### src/uart_macros.svh
`ifndef UART_MACROS_SVH
`define UART_MACROS_SVH

// clock cycles per serial bit
// 16 cycles of a 10 ns clock gives a 160 ns bit
`define UART_CLKS_PER_BIT 16

// data bits per frame, lsb goes out first
`define UART_DATA_BITS 8

// entries per buffer
// also the credit grant a source starts with
`define UART_FIFO_DEPTH 4

// credit counter width
// must hold UART_FIFO_DEPTH
`define UART_CREDIT_W 3

`endif

### src/uart_line_pkg.sv
`include "uart_macros.svh"

package uart_line_pkg;

   // phase of a serial frame
   // idle    line high, waiting
   // start   the low start bit
   // data    eight data bits, lsb first
   // stop    the high stop bit
   typedef enum logic [1:0] {
      idle  = 2'd0,
      start = 2'd1,
      data  = 2'd2,
      stop  = 2'd3
   } line_state_e;

   // which data bit is on the line
   typedef logic [$clog2(`UART_DATA_BITS)-1:0] bit_idx_t;

   // cycle count inside one bit time
   // one spare bit of headroom over the bit length
   typedef logic [$clog2(`UART_CLKS_PER_BIT):0] bit_timer_t;

endpackage

### src/uart_host_pkg.sv
`include "uart_macros.svh"

package uart_host_pkg;

   // one data byte as seen by the host
   typedef logic [`UART_DATA_BITS-1:0] byte_t;

   // word moved between buffer and serial blocks
   // frame_err only means something on the receive path
   // tx path drives it low, serializer ignores it
   typedef struct packed {
      byte_t data;
      logic  frame_err;
   } rx_word_t;

   // credits a source may still spend
   typedef logic [`UART_CREDIT_W-1:0] credit_cnt_t;

endpackage

### src/byte_link_if.sv
`timescale 1ns/1ps

// one byte stream with credit return
// source only raises valid while it holds a credit
// sink pulses credit once per freed entry
interface byte_link_if;

   // one cycle per word
   logic                    valid;
   uart_host_pkg::rx_word_t word;

   // one cycle per freed entry, back toward the source
   logic                    credit;

   // producing side
   modport src (
      output valid,
      output word,
      input  credit
   );

   // consuming side
   modport snk (
      input  valid,
      input  word,
      output credit
   );

endinterface

### src/byte_fifo.sv
`timescale 1ns/1ps
`include "uart_macros.svh"

// circular byte buffer with credits on both sides
// upstream credits track the free entries
// downstream credits track what the sink can take
module byte_fifo #(
   parameter int DEPTH        = `UART_FIFO_DEPTH,
   parameter int INIT_CREDITS = DEPTH
) (
   input  logic      clk,
   input  logic      rst_n,
   byte_link_if.snk  up,
   byte_link_if.src  down
);

   localparam int AW = $clog2(DEPTH);

   // storage
   uart_host_pkg::rx_word_t mem [DEPTH];

   logic [AW-1:0]              wr_ptr;
   logic [AW-1:0]              rd_ptr;
   // one extra bit so full and empty differ
   logic [AW:0]                count;
   // credits granted by the downstream sink
   uart_host_pkg::credit_cnt_t out_cred;
   logic                       send;

   // an entry leaves when there is one and the sink can take it
   assign send = (count != '0) && (out_cred != '0);

   // payload path
   always_ff @(posedge clk) begin
      // upstream never writes without a credit, so no full check
      if (up.valid) begin
         mem[wr_ptr] <= up.word;
      end
      if (send) begin
         down.word <= mem[rd_ptr];
      end
   end

   // pointers, fill level, credits
   always_ff @(posedge clk) begin
      if (!rst_n) begin
         wr_ptr     <= '0;
         rd_ptr     <= '0;
         count      <= '0;
         out_cred   <= uart_host_pkg::credit_cnt_t'(INIT_CREDITS);
         down.valid <= 1'b0;
         up.credit  <= 1'b0;
      end else begin
         // pointers wrap by themselves, depth is a power of two
         if (up.valid) begin
            wr_ptr <= wr_ptr + 1'b1;
         end
         if (send) begin
            rd_ptr <= rd_ptr + 1'b1;
         end

         // fill level
         case ({up.valid, send})
            2'b10:   count <= count + 1'b1;
            2'b01:   count <= count - 1'b1;
            default: count <= count;
         endcase

         // downstream credits
         // pulses come back as the sink frees space
         case ({down.credit, send})
            2'b10:   out_cred <= out_cred + 1'b1;
            2'b01:   out_cred <= out_cred - 1'b1;
            default: out_cred <= out_cred;
         endcase

         // word goes out and its slot is handed back upstream together
         down.valid <= send;
         up.credit  <= send;
      end
   end

endmodule

### src/uart_tx.sv
`timescale 1ns/1ps
`include "uart_macros.svh"

// 8N1 serializer
// one word held in a pending slot while a frame is on the line
// so the next start bit can follow the stop bit directly
module uart_tx (
   input  logic      clk,
   input  logic      rst_n,
   byte_link_if.snk  in,
   output logic      tx
);

   localparam uart_line_pkg::bit_timer_t BIT_END =
      uart_line_pkg::bit_timer_t'(`UART_CLKS_PER_BIT - 1);
   localparam uart_line_pkg::bit_idx_t LAST_BIT =
      uart_line_pkg::bit_idx_t'(`UART_DATA_BITS - 1);

   uart_line_pkg::line_state_e state;
   uart_line_pkg::bit_timer_t  timer;
   uart_line_pkg::bit_idx_t    idx;
   uart_host_pkg::byte_t       shift;
   uart_host_pkg::byte_t       pend_byte;
   logic                       pend_valid;
   logic                       bit_done;
   logic                       load;
   logic                       load_pend;

   // last cycle of the current bit
   assign bit_done = (timer == BIT_END);

   // new frame when idle, or right as a stop bit ends
   assign load = (pend_valid || in.valid) &&
                 ((state == uart_line_pkg::idle) ||
                  (state == uart_line_pkg::stop && bit_done));
   // pending word is older, it goes first
   assign load_pend = load && pend_valid;

   // pending slot control
   always_ff @(posedge clk) begin
      if (!rst_n) begin
         pend_valid <= 1'b0;
      end else if (in.valid && !(load && !pend_valid)) begin
         // arriving word not taken straight into the shifter
         pend_valid <= 1'b1;
      end else if (load_pend) begin
         pend_valid <= 1'b0;
      end
   end

   // payload registers
   always_ff @(posedge clk) begin
      if (in.valid) begin
         pend_byte <= in.word.data;
      end
      if (load) begin
         shift <= load_pend ? pend_byte : in.word.data;
      end
   end

   // frame sequencer
   always_ff @(posedge clk) begin
      if (!rst_n) begin
         state     <= uart_line_pkg::idle;
         timer     <= '0;
         idx       <= '0;
         tx        <= 1'b1;
         in.credit <= 1'b0;
      end else begin
         // slot freed the moment a word enters the shifter
         in.credit <= load;
         if (load) begin
            // start bit from the next edge on
            state <= uart_line_pkg::start;
            timer <= '0;
            idx   <= '0;
            tx    <= 1'b0;
         end else if (state != uart_line_pkg::idle) begin
            if (!bit_done) begin
               timer <= timer + 1'b1;
            end else begin
               timer <= '0;
               case (state)
                  uart_line_pkg::start: begin
                     state <= uart_line_pkg::data;
                     tx    <= shift[0];
                  end
                  uart_line_pkg::data: begin
                     if (idx == LAST_BIT) begin
                        state <= uart_line_pkg::stop;
                        tx    <= 1'b1;
                     end else begin
                        idx <= idx + 1'b1;
                        // lsb first
                        tx  <= shift[idx + 1'b1];
                     end
                  end
                  // nothing waiting, line stays high
                  default: state <= uart_line_pkg::idle;
               endcase
            end
         end
      end
   end

endmodule

### src/uart_rx.sv
`timescale 1ns/1ps
`include "uart_macros.svh"

// 8N1 deserializer
// timer restarts on each start edge, samples mid bit
// no credit when a word completes means the word is dropped
module uart_rx (
   input  logic      clk,
   input  logic      rst_n,
   input  logic      rx,
   byte_link_if.src  out,
   output logic      overrun
);

   localparam uart_line_pkg::bit_timer_t BIT_END =
      uart_line_pkg::bit_timer_t'(`UART_CLKS_PER_BIT - 1);
   localparam uart_line_pkg::bit_timer_t HALF_END =
      uart_line_pkg::bit_timer_t'(`UART_CLKS_PER_BIT / 2 - 1);
   localparam uart_line_pkg::bit_idx_t LAST_BIT =
      uart_line_pkg::bit_idx_t'(`UART_DATA_BITS - 1);

   uart_line_pkg::line_state_e state;
   uart_line_pkg::bit_timer_t  timer;
   uart_line_pkg::bit_idx_t    idx;
   uart_host_pkg::byte_t       shift;
   uart_host_pkg::credit_cnt_t credits;
   logic                       rx_s1;
   logic                       rx_s2;
   logic                       rx_d;
   logic                       fall;
   logic                       bit_done;
   logic                       stop_sample;
   logic                       spend;

   // rx is asynchronous, two flops plus one for the edge
   always_ff @(posedge clk) begin
      if (!rst_n) begin
         rx_s1 <= 1'b1;
         rx_s2 <= 1'b1;
         rx_d  <= 1'b1;
      end else begin
         rx_s1 <= rx;
         rx_s2 <= rx_s1;
         rx_d  <= rx_s2;
      end
   end

   assign fall        = rx_d && !rx_s2;
   assign bit_done    = (timer == BIT_END);
   assign stop_sample = (state == uart_line_pkg::stop) && bit_done;
   // word goes out only against a credit from the buffer
   assign spend       = stop_sample && (credits != '0);

   // payload
   always_ff @(posedge clk) begin
      // lsb arrives first, shift in from the top
      if (state == uart_line_pkg::data && bit_done) begin
         shift <= {rx_s2, shift[`UART_DATA_BITS-1:1]};
      end
      if (stop_sample) begin
         out.word.data      <= shift;
         out.word.frame_err <= !rx_s2;
      end
   end

   // frame tracking and credits
   always_ff @(posedge clk) begin
      if (!rst_n) begin
         state     <= uart_line_pkg::idle;
         timer     <= '0;
         idx       <= '0;
         credits   <= uart_host_pkg::credit_cnt_t'(`UART_FIFO_DEPTH);
         out.valid <= 1'b0;
         overrun   <= 1'b0;
      end else begin
         out.valid <= spend;
         overrun   <= stop_sample && (credits == '0);

         case ({out.credit, spend})
            2'b10:   credits <= credits + 1'b1;
            2'b01:   credits <= credits - 1'b1;
            default: credits <= credits;
         endcase

         case (state)
            uart_line_pkg::idle: begin
               if (fall) begin
                  state <= uart_line_pkg::start;
                  timer <= '0;
               end
            end
            uart_line_pkg::start: begin
               if (timer == HALF_END) begin
                  timer <= '0;
                  idx   <= '0;
                  // still low mid bit, a real start bit
                  // otherwise a glitch, back to idle
                  state <= rx_s2 ? uart_line_pkg::idle : uart_line_pkg::data;
               end else begin
                  timer <= timer + 1'b1;
               end
            end
            uart_line_pkg::data: begin
               if (bit_done) begin
                  timer <= '0;
                  if (idx == LAST_BIT) begin
                     state <= uart_line_pkg::stop;
                  end else begin
                     idx <= idx + 1'b1;
                  end
               end else begin
                  timer <= timer + 1'b1;
               end
            end
            default: begin
               // stop bit sampled, watch for the next start edge
               if (bit_done) begin
                  state <= uart_line_pkg::idle;
                  timer <= '0;
               end else begin
                  timer <= timer + 1'b1;
               end
            end
         endcase
      end
   end

endmodule

### src/uart_core.sv
`timescale 1ns/1ps

// serial port top
// tx: host -> tx_buf -> uart_tx -> line
// rx: line -> uart_rx -> rx_buf -> host
module uart_core (
   input  logic                 clk,
   input  logic                 rst_n,
   input  logic                 tx_valid,
   input  uart_host_pkg::byte_t tx_data,
   output logic                 tx_credit,
   output logic                 tx,
   input  logic                 rx,
   output logic                 rx_valid,
   output uart_host_pkg::byte_t rx_data,
   output logic                 rx_frame_err,
   input  logic                 rx_credit,
   output logic                 rx_overrun
);

   byte_link_if tx_host_l ();
   byte_link_if tx_line_l ();
   byte_link_if rx_line_l ();
   byte_link_if rx_host_l ();

   // host side of the transmit stream
   assign tx_host_l.valid = tx_valid;
   assign tx_host_l.word  = '{data: tx_data, frame_err: 1'b0};
   assign tx_credit       = tx_host_l.credit;

   // host side of the receive stream
   assign rx_valid         = rx_host_l.valid;
   assign rx_data          = rx_host_l.word.data;
   assign rx_frame_err     = rx_host_l.word.frame_err;
   assign rx_host_l.credit = rx_credit;

   // serializer has a single pending slot
   byte_fifo #(.INIT_CREDITS(1)) tx_buf (
      .clk  (clk),
      .rst_n(rst_n),
      .up   (tx_host_l.snk),
      .down (tx_line_l.src)
   );

   uart_tx u_tx (
      .clk  (clk),
      .rst_n(rst_n),
      .in   (tx_line_l.snk),
      .tx   (tx)
   );

   uart_rx u_rx (
      .clk    (clk),
      .rst_n  (rst_n),
      .rx     (rx),
      .out    (rx_line_l.src),
      .overrun(rx_overrun)
   );

   // host grants its credits by pulses, none at reset
   byte_fifo #(.INIT_CREDITS(0)) rx_buf (
      .clk  (clk),
      .rst_n(rst_n),
      .up   (rx_line_l.snk),
      .down (rx_host_l.src)
   );

endmodule

### config.mk
export PLATFORM = sky130hd
export DESIGN_NAME = uart_core
export DESIGN_NICKNAME = d
export VERILOG_FILES = /design/src/uart_line_pkg.sv /design/src/uart_host_pkg.sv /design/src/byte_link_if.sv /design/src/byte_fifo.sv /design/src/uart_tx.sv /design/src/uart_rx.sv /design/src/uart_core.sv
export VERILOG_INCLUDE_DIRS = /design/src
export SDC_FILE = /design/constraint.sdc
export NUM_CORES = 1
export LEC_CHECK = 0
export BUFFER_PORTS_ARGS = -buffer_cell sky130_fd_sc_hd__buf_2
export CAP_MARGIN = 20
export CELL_PAD_IN_SITES_DETAIL_PLACEMENT = 1
export CELL_PAD_IN_SITES_GLOBAL_PLACEMENT = 1
export CORE_MARGIN = 2
export CORE_UTILIZATION = 56
export DETAILED_ROUTE_END_ITERATION = 10
export PLACE_DENSITY = 0.94
export SKIP_CTS_REPAIR_TIMING = 1
export SYNTH_ARGS = -nofsm -noshare
export SYNTH_HDL_FRONTEND = slang
export SYNTH_SLANG_ARGS = --single-unit
### constraint.sdc
create_clock -name clk -period 4.15 [get_ports clk]
set_input_delay 0 -clock clk [delete_from_list [all_inputs] [get_ports clk]]
set_output_delay 0 -clock clk [all_outputs]
set_load 0.01 [all_outputs]
Yosys cells after proc, flatten, opt, wreduce, memory -nomap -nowiden
Memory sizes are Yosys's and may differ from the RTL's. A register that Yosys moved wholly into a read port is not among the register bits.
Index checks and enable logic that the tools add are counted.

storage, ports and cells
  logic and storage cells = 166
  memories kept = 2
  RAM bits = 68
  bits of input ports = 13
  bits in registers = 86
  output and inout port bits = 13

memories
  name        depth  width  rd ports  clocked after Yosys merged registers in  write ports  line             text
  rx_buf.mem  4      9      1         1                                        1            byte_fifo.sv:20  uart_host_pkg::rx_word_t mem [DEPTH];
  tx_buf.mem  4      8      1         1                                        1            byte_fifo.sv:20

operators by class
  magnitude comparators = 1
  add/subtract/negate cells = 18
  bitwise logic cells = 2
  muxes and demuxes = 40
  eq/ne operators = 28
  reduce and logical (&&, ||, !) cells = 44

operator list
  kind                                                                 count
  3-bit one-hot mux with 2 select lines                                6
  3-bit by 1-bit adder with 3-bit output (second input constant)       7
  3-bit nonzero test                                                   7
  5-bit 2-to-1 mux                                                     4
  2-bit nonzero test                                                   10
  2-bit == test (second input constant)                                9
  3-bit by 1-bit subtractor with 3-bit output (second input constant)  5
  2-bit by 1-bit == test with 1-bit output (second input constant)     7
  1-bit 2-to-1 mux                                                     14
  2-bit 2-to-1 mux                                                     7
  1-bit logical AND                                                    12
  5-bit by 1-bit adder with 5-bit output (second input constant)       2
  5-bit by 4-bit == test with 1-bit output (second input constant)     2
  5-bit one-hot mux with 2 select lines                                1
  3-bit 2-to-1 mux                                                     3
  3-bit AND reduction                                                  3
  2-bit by 1-bit adder with 2-bit output (second input constant)       4
  8-bit 2-to-1 mux                                                     1
  2-bit by 1-bit != test with 1-bit output (second input constant)     4
  4-bit AND reduction                                                  2
  3-bit == test (second input constant)                                2
  2-bit one-hot mux with 3 select lines                                1
  5-bit by 3-bit == test with 1-bit output (second input constant)     1
  5-bit AND reduction                                                  1
  other kinds (12)                                                     18

Longest topological paths before layout
  depth after elaboration = 8
  gate-level depth with buffers = 11
  gate-level depth less buffers = 11

Modules after synthesis
From an unflattened synthesis, not the netlist that was laid out.

unflattened totals
  cells, all modules = 468
  area, all modules = 7146.9 um^2

modules (own cells, without submodules)
  module               area each (um^2)  instances  sequential area each (um^2)  cells an instance
  byte_fifo at rx_buf  2168.3            1          1571.5                       125
  byte_fifo at tx_buf  2164.6            1          1571.5                       124
  uart_rx              1473.9            1          870.8                        114
  uart_tx              1336.3            1          740.7                        104
  uart_core            3.8               1          0.0                          1

Worst setup path after synthesis
OpenSTA, ideal clock, no wires.

  kind = flip-flop to flip-flop
  start point = register rx_buf.out_cred[0]
  end point = register rx_buf.out_cred[2]
  stages on the path, launching flop included = 9
  setup time = 0.076 ns
  arrival = 2.346 ns
  buffers on the path = 0
  setup slack = 1.728 ns
  clock period less this slack = 2.422 ns
  data required time = 4.074 ns
  cells stage by stage = dfxtp_1 nor3_1 nor2_1 ha_1 inv_1 fa_1 xor2_1 or3_1 a21boi_0

between the ends
  cells in the longest elaborated chain, start to end = 4
  elaborated cells between the ends (all ways) = 8
  those cells by class = add/sub (2); eq/ne (2); mux (1); reduce/logical (3)

ends and longest elaborated chain
  what                                                                         line             text
  from (decl)                                                                  byte_fifo.sv:27  uart_host_pkg::credit_cnt_t out_cred;
  from (signal assigned)                                                       byte_fifo.sv:50  out_cred <= uart_host_pkg::credit_cnt_t'(INIT_CREDITS);
  from (signal assigned)                                                       byte_fifo.sv:72  2'b10: out_cred <= out_cred + 1'b1;
  from (signal assigned)                                                       byte_fifo.sv:73  2'b01: out_cred <= out_cred - 1'b1;
  3-bit nonzero test (*)                                                       byte_fifo.sv:31  assign send = (count != '0) && (out_cred != '0);
  1-bit logical AND (*)                                                        byte_fifo.sv:31
  named net rx_buf.send                                                        byte_fifo.sv:28  logic send;
  2-bit by 1-bit == test with 1-bit output or 2-bit == test (tied branches)    byte_fifo.sv:71  case ({down.credit, send})
  3-bit one-hot mux with 2 select lines or 2-bit nonzero test (tied branches)  n/a

The timed path passes the listed nets; every way through them passes the cells marked *.
A chain may end at the register's enable or synchronous reset.

Worst setup path in the final report
  start point = register tx_buf.out_cred[0]
  end point = register tx_buf.out_cred[2]

between the ends
  cells in the longest elaborated chain, start to end = 4
  elaborated cells between the ends (all ways) = 8
  those cells by class = add/sub (2); eq/ne (2); mux (1); reduce/logical (3)

ends and longest elaborated chain
  what                                                                         line
  from (decl)                                                                  byte_fifo.sv:27
  from (signal assigned)                                                       byte_fifo.sv:50
  from (signal assigned)                                                       byte_fifo.sv:72
  from (signal assigned)                                                       byte_fifo.sv:73
  3-bit nonzero test (*)                                                       byte_fifo.sv:31
  1-bit logical AND (*)                                                        byte_fifo.sv:31
  named net tx_buf.send                                                        byte_fifo.sv:28
  2-bit by 1-bit == test with 1-bit output or 2-bit == test (tied branches)    byte_fifo.sv:71
  3-bit one-hot mux with 2 select lines or 2-bit nonzero test (tied branches)  n/a

Marks and branches as above.

==> results by group <==
Worst setup path
  – Type of the worst setup path: reg2reg
  – Slowest stage cell on the critical path: nor2_1
  – Cell family contributing the most delay on the critical path: simple AND/OR/NAND/NOR gates
  – Setup crit start kind: flip-flop
  – Critical path capture point type: flip-flop
  – Worst-path maximum fanout: 12
  – CP required: 4480 ps
  – Register-to-register setup slack: 1110 ps
  – Maximum single-stage delay on the critical path: 790 ps
  – Arrival @ worst endpoint: 3370 ps
  – Chain of cells forming the critical path: nor3_1, nor2_1, ha_1, inv_1, fa_1, xor2_1, or3_1, a21boi_0
  – Crit path buf inv count: 1

Outcome
  – Outcome: complete, no violations

Timing
  – Transition time of the tightest slew-check pin: 1010 ps
  – RSZ-0062 raised after global routing: no
  – Headroom to the max-slew limit: 32.3%
  – Worst-case clock skew: 7.57 ps
  – Max-slew violation count: 0
  – Maximum achievable frequency: 329 MHz
  – Fin. Hold Viols: 0
  – Final setup TNS: 0 ps
  – Minimum clock period: 3040 ps
  – Final setup vio count: 0
  – Worst hold slack: 136 ps
  – Period utilization: 73.2%
  – Final WS setup: 1110 ps

Pwr
  – Maximum vdd ir drop: 0.000333 V
  – Switching power share of the total: 26.2%
  – Part of the total power dissipated in the clock network: 37.8%
  – Share of total power in sequential cells: 49.3%
  – P per Cell Area: 552 nW/um2
  – Leakage component of the power: 0.00282 uW
  – P_int: 3240 uW
  – Relative contribution of combinational cells to total power: 12.9%
  – Switching pwr: 1150 uW

Synthesis
  – Area of the mapped netlist: 6950 um2
  – Main combinational cell family by area after synthesis: simple AND/OR/NAND/NOR gates
  – Count of flip-flops with a built-in enable after synthesis: 118
  – Post-synth net total: 504
  – Compound-Gate Fraction of Synth Area: 4.25%
  – Xor-xnor portion of the synthesized cell area: 2.65%
  – Synthesized area divided by synthesized cell count: 15.0 um2
  – Post-synthesis instance total: 462
  – Register area share after synthesis: 66.3%
  – Async SR Flop Fraction: 0%
  – Post-Synth Simple-Gate Area: 9.10%
  – Number of warning messages in the yosys log: 0
  – Arithmetic-cell share of the synthesized area counting full adders, half adders and majority gates: 5.91%
  – Unique masters post-synth: 46
  – Portion of netlist area occupied by mux cells: 9.01%
  – Flop and latch count out of synthesis: 171
  – Most used flip-flop cell after synthesis: edfxtp_1

Detailed routing
  – M1 WL: 6400 um
  – Wire length on met2: 8200 um
  – Length of the first detailed-routing pass in iterations: 4
  – Ratio of routed vias to standard cells: 5.68
  – Mean routed wirelength per cell: 22.6 um
  – Routed Wire Length: 15500 um
  – Top sig layer: met4
  – Residual antenna-violating net count after detailed routing: 0
  – Final routed DRC violation total: 0
  – Via count: 3896
  – Length of routed met3 wiring: 498 um
  – Violation count after the first detailed-routing iteration: 263

Die
  – Starting Density: 57.6%
  – Core region area: 12100 um2
  – Standard-cell row count: 40
  – Die extent in y: 115 um
  – Die area: 13300 um2
  – Die outline width: 115 um
  – Number of placed I/O pins: 26

Global route
  – Antenna violations before repair: 0
  – Maximum number of pins on one net before global-route repair: 45
  – Number of global-route vias before repair: 4252
  – Leftover overflow at the end of global routing: 0
  – First-pass GRT wire length: 24000 um
  – Overall fraction of global-route tracks in use: 25.1%

Place
  – IO buf count: 25
  – Placement-stage worst setup slack: 1270 ps
  – Final weighted congestion in routability-driven placement: 0.745
  – Sum of net half-perimeters after detailed placement: 9390 um
  – Number of cells after detailed placement: 644

Finish
  – Nets@finish: 547
  – Synthesis-to-finish area growth: 14.4%
  – Fraction of layout instances using a drive strength above 1: 17.8%
  – Antenna diode instance count: 0
  – Filler cell count: 1056
  – End-of-flow core utilization: 65.9%
  – Post-Layout Cell Count: 686

Hold path
  – Type of the tightest min-delay check: in2reg

Clock tree
  – Clock net sink count: 171
  – CTS tree: built
  – Total clock buffers created by CTS: 17
  – Clock Pin Slew Worst Setup and Hold Paths: 70 ps
  – Max Buffers Root-to-Sink: 2
  – Clock Tree Root: clkbuf_16
  – CTS HTree Levels: 4
  – Clock Latency Late Sink: 430 ps

Job
  – Total of max-cap violations: 0
stage by stage:
step / power (uW) / instance area, um2
after floorplan: 2530 / 6950
after global placement: 2610 / 7230
after detailed placement: 2720 / 7230
after CTS: 4390 / 7840
after global routing: 4530 / 7940
final: 4380 / 7940
metal layers:
| metal | track usage, % | up-vias |
|---|---|---|
| met1 | 30.2 | 2020 |
| li1 | - | 1755 |
| met3 | 5.64 | 34 |
| met5 | 0 | - |
| met4 | 10.8 | 0 |
| met2 | 43.5 | 87 |
flip-flops by register name (all words and copies together) (netlist names), 8 cells and up:
register          flops
u_tx.shift            8
u_tx.pend_byte        8
rx_buf.down.word      9
tx_buf.mem           32
u_rx.out.word         9
u_rx.shift            8
tx_buf.down.word      8
rx_buf.mem           36
logic make-up after synthesis:
| group | after synthesis |
|---|---|
| flip-flops | 171 |
| AND/OR/NAND/NOR | 111 |
| buffers and inverters | 48 |
| AO/OA/AOI/OAI | 45 |
| multiplexers | 36 |
| adder cells (fa/ha/maj) | 30 |
| XOR/XNOR | 21 |
Yosys cell counts, types with 9 or more instances:
cell	instances	area, um2
edfxtp_1	118	3540
dfxtp_1	53	1060
inv_1	36	135
and2_1	31	194
ha_1	24	300
mux4_2	18	405
nand2_1	17	63.8
o21ai_0	16	80.1
nor2_1	15	56.3
xor2_1	13	114
mux2i_1	10	100
nand2b_1	10	62.6
nor2b_1	9	56.3
cells in the final DEF, fill, tap and decap left out, types with 2 or more instances in the layout:
master,n
and2_1,31
dlygate4sd3_1,10
inv_1,36
nor2b_1,9
dfxtp_1,53
xnor2_1,8
fa_1,5
or3_1,5
nor2_1,15
bufinv_16,3
o221a_2,2
nand3b_1,2
and4bb_2,2
a21oi_1,7
inv_6,3
clkbuf_16,17
nor3b_1,3
o21a_1,3
o21ai_0,16
buf_2,25
xor2_1,13
ha_1,24
o31ai_1,2
nand2_1,17
edfxtp_1,118
mux2i_1,10
and3_1,3
mux2_4,8
clkinvlp_4,5
nor3_1,8
mux4_2,18
nand3_1,3
nand2b_1,10
clkinv_4,2
a21boi_0,5
power by group through the flow:
| stage | Clock (uW) | Combinational [uW] | Sequential [uW] |
|---|---|---|---|
| 6_report | 1660 | 564 | 2160 |
| 3_5_place_dp | 0 | 530 | 2190 |
| 2_1_floorplan | 0 | 411 | 2120 |
| 5_1_grt | 1730 | 621 | 2180 |
| 4_1_cts | 1670 | 560 | 2160 |
| 3_3_place_gp | 0 | 452 | 2160 |
layout make-up:
type | instances | area (um2) | share of cell area [%]
Clock buffer | 17 | 425 | 5.36
Clock inverter | 15 | 188 | 2.36
Inverter | 36 | 135 | 1.70
Multi-Input combinational cell | 243 | 2150 | 27.0
Sequential cell | 171 | 4600 | 58.0
Tap cell | 168 | 210 | 2.65
Timing Repair Buffer | 36 | 233 | 2.93
path summary, 6_finish.rpt:
path,cells after the start,start,to
worst max register to register,8,tx_buf.out_cred[0],tx_buf.out_cred[2]
worst max-delay path,8,tx_buf.out_cred[0],tx_buf.out_cred[2]
worst min-delay path,2,rst_n,tx_buf.out_cred[0]
worst min register to register,1,u_rx.rx_s1,u_rx.rx_s2
(Power assumes the default switching activity.)
